$ cat src/hdl/bp_cfg.svh
`ifndef BP_CFG_SVH
`define BP_CFG_SVH

// Fetch address width
`define BP_XLEN 32

// BTB index bits, taken from PC[INDEX+1:2]
`define BP_INDEX_WIDTH 10

// GHR length, also the PHT index width
`define BP_HISTORY_WIDTH 8

// First fetch address after reset
`define BP_RESET_PC 32'h0000_0000

`endif
$ cat src/hdl/bp_store_pkg.sv
`include "bp_cfg.svh"

package bp_store_pkg;

    // Fetch address
    typedef logic [`BP_XLEN-1:0] pc_t;

    // Global history, newest outcome in bit 0
    typedef logic [`BP_HISTORY_WIDTH-1:0] ghr_t;

    // 2-bit saturating counter, upper bit means predict taken
    typedef logic [1:0] counter_t;

    localparam counter_t CNT_STRONG_NT = 2'b00;
    localparam counter_t CNT_WEAK_NT   = 2'b01;
    localparam counter_t CNT_STRONG_T  = 2'b11;

    // PC bits above the BTB index and the byte offset
    typedef logic [`BP_XLEN-`BP_INDEX_WIDTH-3:0] btb_tag_t;

    typedef struct packed {
        logic     valid;
        btb_tag_t tag;
        pc_t      target;
    } btb_entry_t;

endpackage

$ cat src/hdl/bp_stage_pkg.sv
package bp_stage_pkg;

    // Same encoding as the branch and jump kinds of the later stages
    typedef enum logic [1:0] {
        RES_NONE = 2'b00,
        RES_COND = 2'b01,
        RES_JAL  = 2'b10,
        RES_JALR = 2'b11
    } resolve_kind_t;

    // Outcome of one branch, valid for the cycle its kind is not RES_NONE
    typedef struct packed {
        resolve_kind_t      kind;
        bp_store_pkg::pc_t  pc;
        bp_store_pkg::pc_t  target;
        logic               taken;
        logic               pred_taken;
        bp_store_pkg::ghr_t ghr;
    } resolve_t;

    // Prediction for the current fetch address
    typedef struct packed {
        logic               hit;
        logic               taken;
        bp_store_pkg::pc_t  target;
        bp_store_pkg::ghr_t ghr;
    } pred_t;

endpackage

$ cat src/hdl/fetch_pc_unit.sv
`timescale 1ns/1ps
`include "bp_cfg.svh"

module fetch_pc_unit (
    input  logic                   clk_i,
    input  logic                   rst_ni,
    input  logic                   fetch_en_i,
    input  bp_stage_pkg::resolve_t resolve_i,
    input  logic                   pred_taken_i,
    input  bp_store_pkg::pc_t      pred_target_i,
    output bp_store_pkg::pc_t      pc_o,
    output logic                   flush_o
);

    import bp_store_pkg::*;
    import bp_stage_pkg::*;

    pc_t  pc_q;
    pc_t  pc_next;
    pc_t  pc_plus4;
    pc_t  predict_pc;
    pc_t  recover_pc;
    logic direction_kind;
    logic mispredict;
    logic pc_load;

    assign direction_kind = (resolve_i.kind == RES_COND) || (resolve_i.kind == RES_JAL);

    // Direction mismatch, or an indirect jump whose target is never trusted
    assign mispredict = (direction_kind && (resolve_i.pred_taken != resolve_i.taken))
                        || (resolve_i.kind == RES_JALR);

    assign pc_plus4   = pc_q + pc_t'(4);
    assign predict_pc = pred_taken_i ? pred_target_i : pc_plus4;
    assign recover_pc = resolve_i.taken ? resolve_i.target : resolve_i.pc + pc_t'(4);

    // Recovery wins over the fetch enable
    always_comb begin
        if (mispredict) begin
            pc_next = recover_pc;
        end else begin
            pc_next = predict_pc;
        end
    end

    assign pc_load = mispredict || fetch_en_i;

    always_ff @(posedge clk_i or negedge rst_ni) begin
        if (!rst_ni) begin
            pc_q <= pc_t'(`BP_RESET_PC);
        end else if (pc_load) begin
            pc_q <= pc_next;
        end
    end

    assign pc_o    = pc_q;
    assign flush_o = mispredict;

endmodule

$ cat config.mk
export PLATFORM = sky130hd
export DESIGN_NAME = fetch_pc_unit
export DESIGN_NICKNAME = d
export VERILOG_FILES = /design/src/hdl/bp_store_pkg.sv /design/src/hdl/bp_stage_pkg.sv /design/src/hdl/fetch_pc_unit.sv
export VERILOG_INCLUDE_DIRS = /design/src /design/src/hdl
export SDC_FILE = /design/constraint.sdc
export NUM_CORES = 1
export LEC_CHECK = 0
export BUFFER_PORTS_ARGS = -buffer_cell sky130_fd_sc_hd__buf_2
export CAP_MARGIN = 40
export CORE_MARGIN = 5
export CORE_UTILIZATION = 52
export DETAILED_ROUTE_END_ITERATION = 8
export PLACE_DENSITY = 0.89
export SLEW_MARGIN = 10
export SYNTH_ARGS = -nofsm -noshare
export SYNTH_HDL_FRONTEND = slang
export SYNTH_SLANG_ARGS = --single-unit
$ cat constraint.sdc
create_clock -name clk_i -period 5.2 [get_ports clk_i]
set_clock_uncertainty 0.05 [all_clocks]
set_input_delay 1.3 -clock clk_i [delete_from_list [all_inputs] [get_ports clk_i]]
set_output_delay 1.3 -clock clk_i [all_outputs]
set_load 0.005 [all_outputs]
==> results.json <==
{
  "post_detailed_route_via_to_cell_ratio": 6.45,
  "drt.antenna.violating_nets": 0,
  "timing.final.crit_share": 0.713,
  "finalSetupViolCount": 0,
  "cp.required_ns": 3.85,
  "area.growth.synth_to_final_pct": 23.1,
  "postCtsSetupRepairBufs": 0,
  "ff2ff_path_depth": 7,
  "pwr-share-clk": 0.214,
  "synth.cells.most_frequent": "nand2_1, o21ai_0, dfrtp_1",
  "swShare": 0.403,
  "crit_path_max_fanout": 30,
  "netlist-cell-type-count": 65,
  "vias": 4047,
  "drt-initial-drc-count": 402,
  "die_area_mm2": 0.00801,
  "fp-row-count": 29,
  "ys_seq_area_frac": 0.244,
  "chipHeight_um": 89.5,
  "root_buffer_cell": "clkbuf_8",
  "clk_path_buf_depth": 2,
  "largest_reg_flops": 32,
  "worst_skew_pair.late_latency_ns": 0.29,
  "drv_slew": 0,
  "drt-total-wl_mm": 11.5,
  "timing.hold.worst.class": "reg2reg",
  "power.static_leakage_nw": 1.76,
  "cts-resized-gates": 0,
  "num_antenna_cells": 0,
  "hold_ws_ns": 0.538,
  "maxCapViolations": 0,
  "wire_per_inst_um": 18.4,
  "sequentialPowerShare": 0.402,
  "pwr_density_cell_mw_per_mm2": 226,
  "global_route.overflow_total": 0,
  "yosysTopAreaCell": "dfrtp_1",
  "worst_pin_slew_ns": 0.891,
  "cell_seen_most_often_among_critical_path_stages": "buf_2",
  "grt_start_max_net_pins": 53,
  "clkSinkCount": 32,
  "remaining_max_slew_budget_at_the_tightest_pin": 0.405,
  "synth-seq-cells": 32,
  "final_util": 0.648,
  "timing.final.hold_violations": 0,
  "internal_power_consumption_w": 0.000547,
  "edff_count_synth": 0,
  "rsz0062_at_grt": "no",
  "synth.yosys.warnings": 0,
  "start_util": 0.527,
  "cts_tree": "done",
  "power_switching_w": 0.000369,
  "grt_pass1_vias": 3715,
  "synth.net_count": 551,
  "cts.clk_slew.worst_paths_ns": 0.08,
  "finalCriticalPeriod_ns": 3.71,
  "grt_antenna_before_repair": 0,
  "min_delay_path_depth": 2,
  "synth.cell_area_mm2": 0.00329,
  "synth_top_cell_area_share": 0.244,
  "combinationalPowerShare": 0.385,
  "vdd.ir_drop.worst_uv": 121,
  "synth_area_leaders": "dfrtp_1, o21ai_0, a21oi_1",
  "place.gp.congestion": 0.990,
  "timing.critical_path.cells": "buf_2, xor2_1, a21oi_2, inv_1, buf_2",
  "remaining_drc_errors": 0,
  "setup-tns-final_ns": 0,
  "cts_made_buffers": 5,
  "stage_delay_of_the_slowest_cell_on_the_critical_path_ns": 0.46,
  "startpoint_type": "input pin",
  "globalRouteTotalUtil": 0.285,
  "max_clock_freq_mhz": 270,
  "number_of_nets_in_the_layout": 664,
  "cp_data_arrival_time_ns": 2.36,
  "io_buffer_count": 136,
  "drive_gt1_frac": 0.293,
  "synth-main-ff-cell": "dfrtp_1",
  "grt_pass1_wl_mm": 18.0,
  "placeableCoreArea_mm2": 0.00624,
  "end_kind": "output port",
  "die_x_um": 89.5,
  "share_of_flip_flops_with_an_asynchronous_set_or_reset_after_synthesis": 1.00,
  "timing.critical_path.slowest_stage_cell": "buf_2",
  "holdBufCountCts": 0,
  "path_class": "in2out",
  "syn-mean-instance-area_um2": 7.54,
  "dr.pass1.iters": 6,
  "hpwl_mm": 8.62,
  "ioPinCount": 145,
  "run_status": "finished, final reports clean",
  "cts_max_level": 2,
  "postSynthCellCount": 436
}
final timing paths:
| check | startpoint | end | slack [ns] |
|---|---|---|---|
| worst max-delay path | resolve_i[9] | flush_o | 1.49 |
| worst min register to register | pc_o[1]$_DFFE_PN0P_ | pc_o[1]$_DFFE_PN0P_ | 0.54 |
| min in group asynchronous | rst_ni | pc_o[5]$_DFFE_PN0P_ | 1.02 |
| max in group asynchronous | rst_ni | pc_o[15]$_DFFE_PN0P_ | 3.61 |
| worst max register to register | pc_o[2]$_DFFE_PN0P_ | pc_o[16]$_DFFE_PN0P_ | 2.68 |
| worst min-delay path | pc_o[1]$_DFFE_PN0P_ | pc_o[1]$_DFFE_PN0P_ | 0.54 |
layer usage:
layer / up-vias / wire length, um / GRT usage
met5: - / 0 / 0
met4: 0 / 337 / 0.0920
met3: 38 / 1290 / 0.0535
met2: 285 / 5360 / 0.459
met1: 1839 / 4540 / 0.385
li1: 1885 / - / -
power by group through the flow:
stage          combinational [W]  sequential, W  clock, W
6_report                0.000352       0.000368  0.000196
4_1_cts                 0.000347       0.000365  0.000197
5_1_grt                 0.000388       0.000375  0.000205
3_3_place_gp            0.000334       0.000366         0
2_1_floorplan           0.000196       0.000355         0
3_5_place_dp            0.000344       0.000369         0
stage by stage:
stage               total power (W)  cell area, um2  worst slack [ns]  cells
floorplan                  0.000551            3290              1.51    436
global placement           0.000700            3960              1.52    619
detailed placement         0.000713            3960              1.50    619
CTS                        0.000909            4050              1.51    627
global route               0.000968            4050              1.40    627
finish                     0.000916            4050              1.49    627
area by class of cell:
type,instances,area (um2)
Timing Repair Buffer,139,703
Multi-Input combinational cell,357,2300
Clock buffer,6,72.6
Sequential cell,32,801
Clock inverter,2,16.3
Tap cell,77,96.3
Fill cell,545,2200
Inverter,14,52.6
cells by family (layout without fill, tap and decap cells):
kind of cell | after synthesis | in the layout | synth area share
xor gates and xnor gates | 28 | 28 | 0.0746
AOI/OAI and AO/OA | 156 | 156 | 0.318
DFF | 32 | 32 | 0.244
adders and majority gates | 3 | 3 | 0.0114
and+or+nand+nor | 160 | 160 | 0.265
buffers and inverters | 47 | 161 | 0.0567
muxes | 10 | 10 | 0.0305
critical path, delay by kind of cell:
| family | cells | cell delay (ns) |
|---|---|---|
| AOI/OAI and AO/OA | 1 | 0.20 |
| xor gates and xnor gates | 1 | 0.16 |
| buffers and inverters | 3 | 0.70 |
layout by cell type, fill, tap and decap left out, types with 3 or more instances in the layout:
cell and count:
nor2_1 29, o21ai_1 5, clkbuf_8 5, dfrtp_1 32, xnor2_1 13, and4_1 4, nor4_2 4, inv_1 13
a22oi_1 10, nand3_1 18, xor2_1 15, nand4_1 21, or3_1 6, o21ai_0 39, buf_2 136, a31oi_1 5
ha_1 3, and2_1 4, o31ai_1 4, o41ai_1 3, nor3_1 12, a211oi_1 7, mux2i_1 10, and3_1 12
o211ai_1 13, a21oi_1 30, nand2_1 39, buf_4 3, a22o_1 3
Power figures use the tool's default switching activity.
