**config.mk**
```make
export PLATFORM = sky130hd
export DESIGN_NAME = gshare_pht
export DESIGN_NICKNAME = d
export VERILOG_FILES = /design/src/hdl/bp_store_pkg.sv /design/src/hdl/bp_stage_pkg.sv /design/src/hdl/gshare_pht.sv /design/src/hdl/bp_table.sv
export VERILOG_INCLUDE_DIRS = /design/src /design/src/hdl
export SDC_FILE = /design/constraint.sdc
export NUM_CORES = 1
export LEC_CHECK = 0
export BUFFER_PORTS_ARGS = -buffer_cell sky130_fd_sc_hd__buf_4
export CORE_ASPECT_RATIO = 1.4
export CORE_MARGIN = 10
export CORE_UTILIZATION = 55
export DETAILED_ROUTE_END_ITERATION = 6
export PLACE_DENSITY_LB_ADDON = 0.08
export SKIP_CTS_REPAIR_TIMING = 1
export SKIP_LAST_GASP = 1
export SLEW_MARGIN = 20
export SYNTH_ARGS = -nofsm -noshare
export SYNTH_HDL_FRONTEND = slang
export SYNTH_SLANG_ARGS = --single-unit
```
**constraint.sdc**
```tcl
create_clock -name clk_i -period 5.5 [get_ports clk_i]
set_input_delay 1.1 -clock clk_i [delete_from_list [all_inputs] [get_ports clk_i]]
set_output_delay 1.1 -clock clk_i [all_outputs]
set_load 0.1 [all_outputs]
```
**src/hdl/bp_cfg.svh**
```systemverilog
`ifndef BP_CFG_SVH
`define BP_CFG_SVH

// Fetch address width
`define BP_XLEN 32

// BTB index bits, taken from PC[INDEX+1:2]
`define BP_INDEX_WIDTH 10

// GHR length, also the PHT index width
`define BP_HISTORY_WIDTH 8

// First fetch address after reset
`define BP_RESET_PC 32'h0000_0000

`endif
```
**src/hdl/bp_store_pkg.sv**
```systemverilog
`include "bp_cfg.svh"

package bp_store_pkg;

    // Fetch address
    typedef logic [`BP_XLEN-1:0] pc_t;

    // Global history, newest outcome in bit 0
    typedef logic [`BP_HISTORY_WIDTH-1:0] ghr_t;

    // 2-bit saturating counter, upper bit means predict taken
    typedef logic [1:0] counter_t;

    localparam counter_t CNT_STRONG_NT = 2'b00;
    localparam counter_t CNT_WEAK_NT   = 2'b01;
    localparam counter_t CNT_STRONG_T  = 2'b11;

    // PC bits above the BTB index and the byte offset
    typedef logic [`BP_XLEN-`BP_INDEX_WIDTH-3:0] btb_tag_t;

    typedef struct packed {
        logic     valid;
        btb_tag_t tag;
        pc_t      target;
    } btb_entry_t;

endpackage

```
**src/hdl/bp_stage_pkg.sv**
```systemverilog
package bp_stage_pkg;

    // Same encoding as the branch and jump kinds of the later stages
    typedef enum logic [1:0] {
        RES_NONE = 2'b00,
        RES_COND = 2'b01,
        RES_JAL  = 2'b10,
        RES_JALR = 2'b11
    } resolve_kind_t;

    // Outcome of one branch, valid for the cycle its kind is not RES_NONE
    typedef struct packed {
        resolve_kind_t      kind;
        bp_store_pkg::pc_t  pc;
        bp_store_pkg::pc_t  target;
        logic               taken;
        logic               pred_taken;
        bp_store_pkg::ghr_t ghr;
    } resolve_t;

    // Prediction for the current fetch address
    typedef struct packed {
        logic               hit;
        logic               taken;
        bp_store_pkg::pc_t  target;
        bp_store_pkg::ghr_t ghr;
    } pred_t;

endpackage

```
**src/hdl/gshare_pht.sv**
```systemverilog
`timescale 1ns/1ps
`include "bp_cfg.svh"

module gshare_pht (
    input  logic                   clk_i,
    input  logic                   rst_ni,
    input  bp_store_pkg::pc_t      fetch_pc_i,
    input  bp_stage_pkg::resolve_t resolve_i,
    output logic                   taken_o,
    output bp_store_pkg::ghr_t     ghr_o
);

    import bp_store_pkg::*;
    import bp_stage_pkg::*;

    localparam int HW = `BP_HISTORY_WIDTH;

    ghr_t               ghr_q;
    logic               train;
    logic [1:0][HW-1:0] rd_idx;
    counter_t [1:0]     rd_cnt;
    counter_t           cnt_next;

    // Only conditional branches and direct jumps carry history
    assign train = (resolve_i.kind == RES_COND) || (resolve_i.kind == RES_JAL);

    // gshare index: PC word bits folded with history
    assign rd_idx[0] = fetch_pc_i[HW+1:2] ^ ghr_q;
    assign rd_idx[1] = resolve_i.pc[HW+1:2] ^ resolve_i.ghr;

    // Saturating update of the counter seen at fetch time
    always_comb begin
        cnt_next = rd_cnt[1];
        if (resolve_i.taken) begin
            if (rd_cnt[1] != CNT_STRONG_T) begin
                cnt_next = rd_cnt[1] + 2'd1;
            end
        end else if (rd_cnt[1] != CNT_STRONG_NT) begin
            cnt_next = rd_cnt[1] - 2'd1;
        end
    end

    bp_table #(
        .entry_t     (counter_t),
        .DEPTH_LOG2  (HW),
        .RESET_VALUE (CNT_WEAK_NT)
    ) u_pht_table (
        .clk_i     (clk_i),
        .rst_ni    (rst_ni),
        .rd_idx_i  (rd_idx),
        .rd_data_o (rd_cnt),
        .wr_en_i   (train),
        .wr_idx_i  (rd_idx[1]),
        .wr_data_i (cnt_next)
    );

    always_ff @(posedge clk_i or negedge rst_ni) begin
        if (!rst_ni) begin
            ghr_q <= '0;
        end else if (train) begin
            ghr_q <= {ghr_q[HW-2:0], resolve_i.taken};
        end
    end

    assign taken_o = rd_cnt[0][1];
    assign ghr_o   = ghr_q;

endmodule

```
**src/hdl/bp_table.sv**
```systemverilog
`timescale 1ns/1ps

module bp_table #(
    parameter type    entry_t     = logic,
    parameter int     DEPTH_LOG2  = 4,
    parameter entry_t RESET_VALUE = '0
) (
    input  logic                        clk_i,
    input  logic                        rst_ni,
    input  logic [1:0][DEPTH_LOG2-1:0]  rd_idx_i,
    output entry_t [1:0]                rd_data_o,
    input  logic                        wr_en_i,
    input  logic [DEPTH_LOG2-1:0]       wr_idx_i,
    input  entry_t                      wr_data_i
);

    localparam int DEPTH    = 2 ** DEPTH_LOG2;
    localparam int RD_PORTS = 2;

    entry_t mem_q [DEPTH];

    // Port 0 serves the fetch lookup, port 1 the resolve side
    always_comb begin
        for (int p = 0; p < RD_PORTS; p++) begin
            rd_data_o[p] = mem_q[rd_idx_i[p]];
        end
    end

    always_ff @(posedge clk_i or negedge rst_ni) begin
        if (!rst_ni) begin
            for (int i = 0; i < DEPTH; i++) begin
                mem_q[i] <= RESET_VALUE;
            end
        end else if (wr_en_i) begin
            mem_q[wr_idx_i] <= wr_data_i;
        end
    end

endmodule

```
==> results of run 1 <==
==> stage by stage <==
stage	hold WS, ns	instances	worst slack [ns]	utilization	instance area, um^2
2_1_floorplan	0.443	2319	0.180	-	26400
3_3_place_gp	0.449	2880	0.243	0.585	27700
3_5_place_dp	0.454	2880	0.289	0.586	27700
4_1_cts	0.462	2975	0.270	0.626	29600
5_1_grt	0.473	2975	0.197	0.626	29600
6_report	0.459	2975	0.277	0.626	29600
==> cell type report <==
class / instances / area (um^2) / area share
inverters: 1 / 3.75 / 0.000127
repair buffers: 96 / 1030 / 0.0347
clock inverters: 17 / 339 / 0.0115
well taps: 624 / 781 / 0.0264
multi-input cells: 1639 / 12600 / 0.425
clock buffers: 78 / 1550 / 0.0524
flip-flops and latches: 520 / 13300 / 0.450
==> placed cells by master (no fill, tap or decap), types with 2 or more instances in the layout <==
cell / count
mux2i_1: 257
o22ai_1: 132
clkbuf_1: 12
dfrtp_1: 264
nor2_2: 17
xnor2_1: 10
nor2_4: 10
buf_4: 71
nor2_1: 7
clkbuf_8: 13
nand3_2: 8
nand4_1: 8
mux2_2: 263
maj3_4: 2
xor2_1: 10
clkbuf_16: 53
o41ai_1: 32
mux4_2: 84
o21ai_1: 240
bufinv_16: 10
o21ai_0: 17
buf_12: 24
clkinv_2: 6
xor2_4: 4
nand2_1: 524
and3_1: 4
or3_1: 4
dfstp_2: 256
==> metal layers <==
metal  part of all wire  routed length [um]  vias up
li1                   -                   -     8450
met1               0.42               31100     9464
met2               0.46               34600      640
met3              0.072                5350      171
met4              0.046                3390        0
met5                  0                   0        -
==> power groups by stage <==
stage | combinational (W) | clock, W | sequential (W)
finish | 0.00228 | 0.00392 | 0.00457
global route | 0.00243 | 0.00413 | 0.00462
CTS | 0.00228 | 0.00398 | 0.00457
detailed placement | 0.00227 | 0 | 0.00463
global placement | 0.00224 | 0 | 0.00461
floorplan | 0.00134 | 0 | 0.00471
==> worst max-delay path by stage <==
| stage | slack [ns] | endpoint | cells past startpoint | start |
|---|---|---|---|---|
| 5_1_grt | 0.20 | taken_o | 10 | fetch_pc_i[2] |
| 3_5_place_dp | 0.29 | taken_o | 10 | fetch_pc_i[2] |
| 6_report | 0.28 | taken_o | 10 | fetch_pc_i[2] |
| 4_1_cts | 0.27 | taken_o | 10 | fetch_pc_i[2] |
| 3_3_place_gp | 0.24 | taken_o | 10 | fetch_pc_i[2] |
| 2_1_floorplan | 0.18 | taken_o | 8 | fetch_pc_i[2] |
==> worst max-delay path: cells and delay by family <==
kind                      cells  cell delay [ns]
buffers and inverters         4             0.84
muxes                         3             1.57
AOI/OAI and AO/OA             2             0.39
xor gates and xnor gates      1             0.20
==> cells by family (layout without fill, tap and decap cells) <==
family,Yosys count,in the layout,synth area share
adders and majority gates,2,2,0.000853
DFF,520,520,0.505
xor gates and xnor gates,25,25,0.00858
muxes,604,604,0.281
and+or+nand+nor,585,585,0.0854
AOI/OAI and AO/OA,423,423,0.0911
buffers and inverters,160,192,0.0274
==> state kept, by name, summed over array words and instances (netlist names) <==
name               cells
ghr_o                  8
u_pht_table.mem_q    512
==> metrics.txt, run 1 <==
synthesis-stage register bit count 520; Filler Cells Inserted around 3800; fraction of layout cells with a size suffix above 1 0.351; clk sink count 520; crit-path cells buf_4, xor2_4, buf_12, buf_12, mux4_2, mux4_2, mux4_2, a211oi_1, a21oi_2, buf_4; Pwr Density 364 nW/um^2; final hold viol count 0; CTS tree done; Syn Nets 2429; max incr delay on CP 0.53 ns; ys async rst share 1.00; deepest clock path buffer count 3; Worst Hold End u_pht_table.mem_q[86]$_DFFE_PN1P_; kind of critical path in -> out; logic gate share of total power 0.212; Die H 279 um; Syn Area/Cell 11.4 um^2; Reg power frac 0.425; first-pass GRT wire length 115 mm; final setup TNS 0 ns; fin crit share 0.950; All-Layer GR Usage 0.261; die area approximately 57000 um^2; hold path cells 2; ANT nets after route 0; most used cell, CP mux4_2; startpoint types input port; Reg2Reg Depth 9; largest area contributor in the netlist dfstp_2; Worst Hold Launch u_pht_table.mem_q[86]$_DFFE_PN1P_; Netlist Area Pre-Place approximately 26000 um^2; Slew Viols, Final 0; post-DR wirelength/cell ~25 um; Required @ worst endpoint 4.40 ns; Die W 205 um; largest net degree at the start of global routing roughly 130; drt initial violations 1394; Slowest-stage cell, CP mux4_2; class of the worst hold path reg -> reg; met3 Usage GRT 0.0474; EDFF count, synth 0; number of core rows 94; drt first pass iters 5; clock network power share 0.364; min cycle time layout 5.22 ns; Synth cell types 29; Syn. warnings 0; CTS root buffer clkbuf_16; R2R Setup Slk 2.13 ns; Via Count 18700; placed wire-length estimate 44.7 mm; Global Route met2 Usage 0.408; CTS H-tree lvls 2; worst reg2reg path startpoint u_pht_table.mem_q[248]$_DFFE_PN1P_; worst vdd ir 0.391 mV; Ports 119; DRC viols 0; Total Power 0.0108 W; internal power 0.00756 W; synth top area cells dfstp_2 (25%), dfrtp_1 (25%), mux2_2 (11%); most used routing layer met2; area share of the largest cell type after synthesis 0.255; post-synthesis sequential area ratio 0.505; RSZ-0062 raised after global routing no; CP endpoint kind primary output; Mapped Cells 2319; max-cap viol count 0; crit path DAT 4.12 ns; Core Region 47300 um^2; # port buffers 37; Primary FF master, synth dfrtp_1; Worst-Margin Slew 1.13 ns; met1 usage 0.351; area delta synth->final 12.2%; LEAKAGE 12.3 nW; Clock Latency Late Sink 0.59 ns; vias in the first global route 18900; CTS buffer count 51; Worst Clk Skew 0.0164 ns; Setup Viol. Count Final 0; f_max 191 MHz; outcome complete, no violations; gr ovfl total 0; Synth top cells by count nand2_1 (524), dfrtp_1 (264), mux2_2 (263); initial antenna violation count 0; Nets 2419; Slew HR 0.247; DR vias/cell 6.29; reg-to-reg endpoint u_pht_table.mem_q[195]$_DFFE_PN0P_; clk slew on worst S/H paths 0.06 ns; Ant. Diodes 0; Sw Pwr 0.00321 W; final WL 74.5 mm; crit-path max FO 20; most frequent cell after synthesis nand2_1; switch share 0.298; Initial Util 0.558; GP Congestion 0.846
No activity file was read; power rests on OpenSTA's default activity.
==> run 2: changes to the inputs <==
--- a/config.mk
+++ b/config.mk
@@ -7,11 +7,12 @@
 export NUM_CORES = 1
 export LEC_CHECK = 0
 export BUFFER_PORTS_ARGS = -buffer_cell sky130_fd_sc_hd__buf_4
+export CAP_MARGIN = 20
 export CORE_ASPECT_RATIO = 1.4
 export CORE_MARGIN = 10
 export CORE_UTILIZATION = 55
 export DETAILED_ROUTE_END_ITERATION = 6
-export PLACE_DENSITY_LB_ADDON = 0.08
+export PLACE_DENSITY = 0.72
 export SKIP_CTS_REPAIR_TIMING = 1
 export SKIP_LAST_GASP = 1
 export SLEW_MARGIN = 20
==> run 2 against run 1 <==
Compared with the run above: the run now ends with DRC left; routed wire length is essentially flat; core utilization is 0.46 points lower; sequential share of layout area rose by 0.33 points; sequential power is essentially flat; cell area shrank 0.73%; die area unchanged; global-route usage fell by 0.20 points; worst setup slack worse by 0.0038 ns; clock power down 16%; register-to-register slack better by 0.14 ns; cell count up 0.20%; highest routed layer unchanged.
==> metrics.txt, run 2 (same netlist as run 1, synthesis figures left out) <==
worst reg2reg path startpoint u_pht_table.mem_q[464]$_DFFE_PN1P_; most frequent cells in the layout nand2_1 (524), dfrtp_1 (264), mux2_2 (263); failing checks DRC; DR vias/cell 6.38 (+1.3%); placed wire-length estimate 45.6 mm (+2.0%); crit path DAT 4.13 ns (about the same); final WL 74.4 mm (about the same); # port buffers 37 (unchanged); die area 57300 um^2 (unchanged); clk sink count 520 (unchanged); max reg flops 512 (unchanged); startpoint types input port; gr ovfl total 0 (unchanged); CTS H-tree lvls 2 (unchanged); CP endpoint kind primary output; Via Count 19000 (+1.5%); class of the worst hold path reg -> reg; most used cell, CP mux4_2; f_max 191 MHz (about the same); DRC viols 1 (+1); commonest non-fill, non-tap cell in the layout nand2_1; Pwr Density 347 nW/um^2 (-4.6%); delay-heaviest family, CP multiplexers; GP Congestion 0.851 (+0.57%); Reg2Reg Depth 9 (unchanged); hold path cells 2 (unchanged); max incr delay on CP 0.58 ns (+0.05 ns); Worst-Margin Slew 0.994 ns (-0.133 ns); Slew HR 0.335 (+0.0887); max-cap viol count 0 (unchanged); final worst slack 0.274 ns (-0.00376 ns); deepest clock path buffer count 3 (unchanged); Total Power 0.0102 W (-5.3%); Required @ worst endpoint 4.40 ns (about the same); placed cell count 2888 (+0.28%); vias in the first global route 19500 (+3.2%); Setup Viol. Count Final 0 (unchanged); fin crit share 0.950 (about the same); Slew Viols, Final 0 (unchanged); Initial Util 0.558 (unchanged); LEAKAGE 12.2 nW (-0.84%); worst vdd ir 0.440 mV (+13%); RSZ-0062 raised after global routing no; Core Region 47300 um^2 (unchanged); Ports 119 (unchanged); area delta synth->final 11.4%; outcome finished with violations; Nets 2427 (+0.33%); final hold viol count 0 (unchanged); Worst Hold Launch u_pht_table.mem_q[230]$_DFFE_PN1P_; post-route cell area 29400 um^2 (-0.73%); Die W 205 um (unchanged); ANT nets after route 0 (unchanged); first-pass GRT wire length 114 mm (-0.23%); drt initial violations 1732 (+24%); Slowest-stage cell, CP mux4_2; Buf+Inv Stages, Crit Path 3 (-1); All-Layer GR Usage 0.259 (-0.00203); Worst Clk Skew 0.0148 ns (-0.00156 ns); Clock Latency Late Sink 0.58 ns (about the same); largest net degree at the start of global routing 122 (-8.3%); crit-path max FO 25 (+25%); CTS root buffer clkbuf_16; R2R Setup Slk 2.27 ns (+0.14 ns); Worst Hold End u_pht_table.mem_q[230]$_DFFE_PN1P_; pre-CTS setup slack 0.311 ns (+0.0221 ns); number of core rows 94 (unchanged); placed cell area 27800 um^2 (+0.43%); Biggest register u_pht_table.mem_q; initial antenna violation count 0 (unchanged); Die H 279 um (unchanged); crit-path cells buf_4, xor2_4, buf_12, mux4_2, mux4_2, mux4_2, nor2b_1, a211oi_1, a21oi_2, buf_4; post-DR wirelength/cell 25.0 um (-0.23%); CTS tree done; clk slew on worst S/H paths 0.07 ns (about the same); fraction of layout cells with a size suffix above 1 0.348 (-0.00259); min cycle time layout 5.23 ns (+0.00376 ns); Ant. Diodes 0 (unchanged); CTS buffer count 49 (-3.9%); final setup TNS 0 ns (unchanged); Final Non-Filler Cells 2981 (+0.20%); reg-to-reg endpoint u_pht_table.mem_q[281]$_DFFE_PN0P_; kind of critical path in -> out; drt first pass iters 7 (+2)
## run 2: power breakdown
group          internal [W]  switching [W]
clock               0.00183        0.00146
sequential          0.00433       0.000260
combinational      0.000859        0.00146
## run 2: how the worst max path moves through the flow
stage	from	cells after the start	to	slack (ns)
after floorplan	fetch_pc_i[2]	8	taken_o	0.18
after global placement	fetch_pc_i[2]	10	taken_o	0.27
after detailed placement	fetch_pc_i[2]	10	taken_o	0.31
after CTS	fetch_pc_i[2]	10	taken_o	0.30
after global routing	fetch_pc_i[2]	10	taken_o	0.21
final	fetch_pc_i[2]	10	taken_o	0.27
## run 2: stage by stage
stage	hold slack (ns)	utilization
2_1_floorplan	0.443	-
3_3_place_gp	0.449	0.588
3_5_place_dp	0.453	0.588
4_1_cts	0.462	0.621
5_1_grt	0.474	0.622
6_report	0.461	0.622
## run 2: metal layers
layer | up-vias | track usage | share of wire
met5 | - | 0 | 0
met4 | 0 | 0.154 | 0.065
met3 | 236 | 0.0396 | 0.066
met2 | 723 | 0.419 | 0.48
met1 | 9609 | 0.324 | 0.39
li1 | 8447 | - | -
## run 2: layout make-up
type	instances	area, um^2
multi-input combinational	1639	12600
clock inverter	9	52.6
fill	3636	17900
clock buffer	82	1480
inverter	1	3.75
tap	624	781
timing repair buffer	106	1180
sequential	520	13300
## run 2: worst min-delay path, delay by kind of cell (launching register included)
kind            cells  cell delay (ns)
flops               1             0.37
compound gates      1             0.05
simple gates        1             0.04
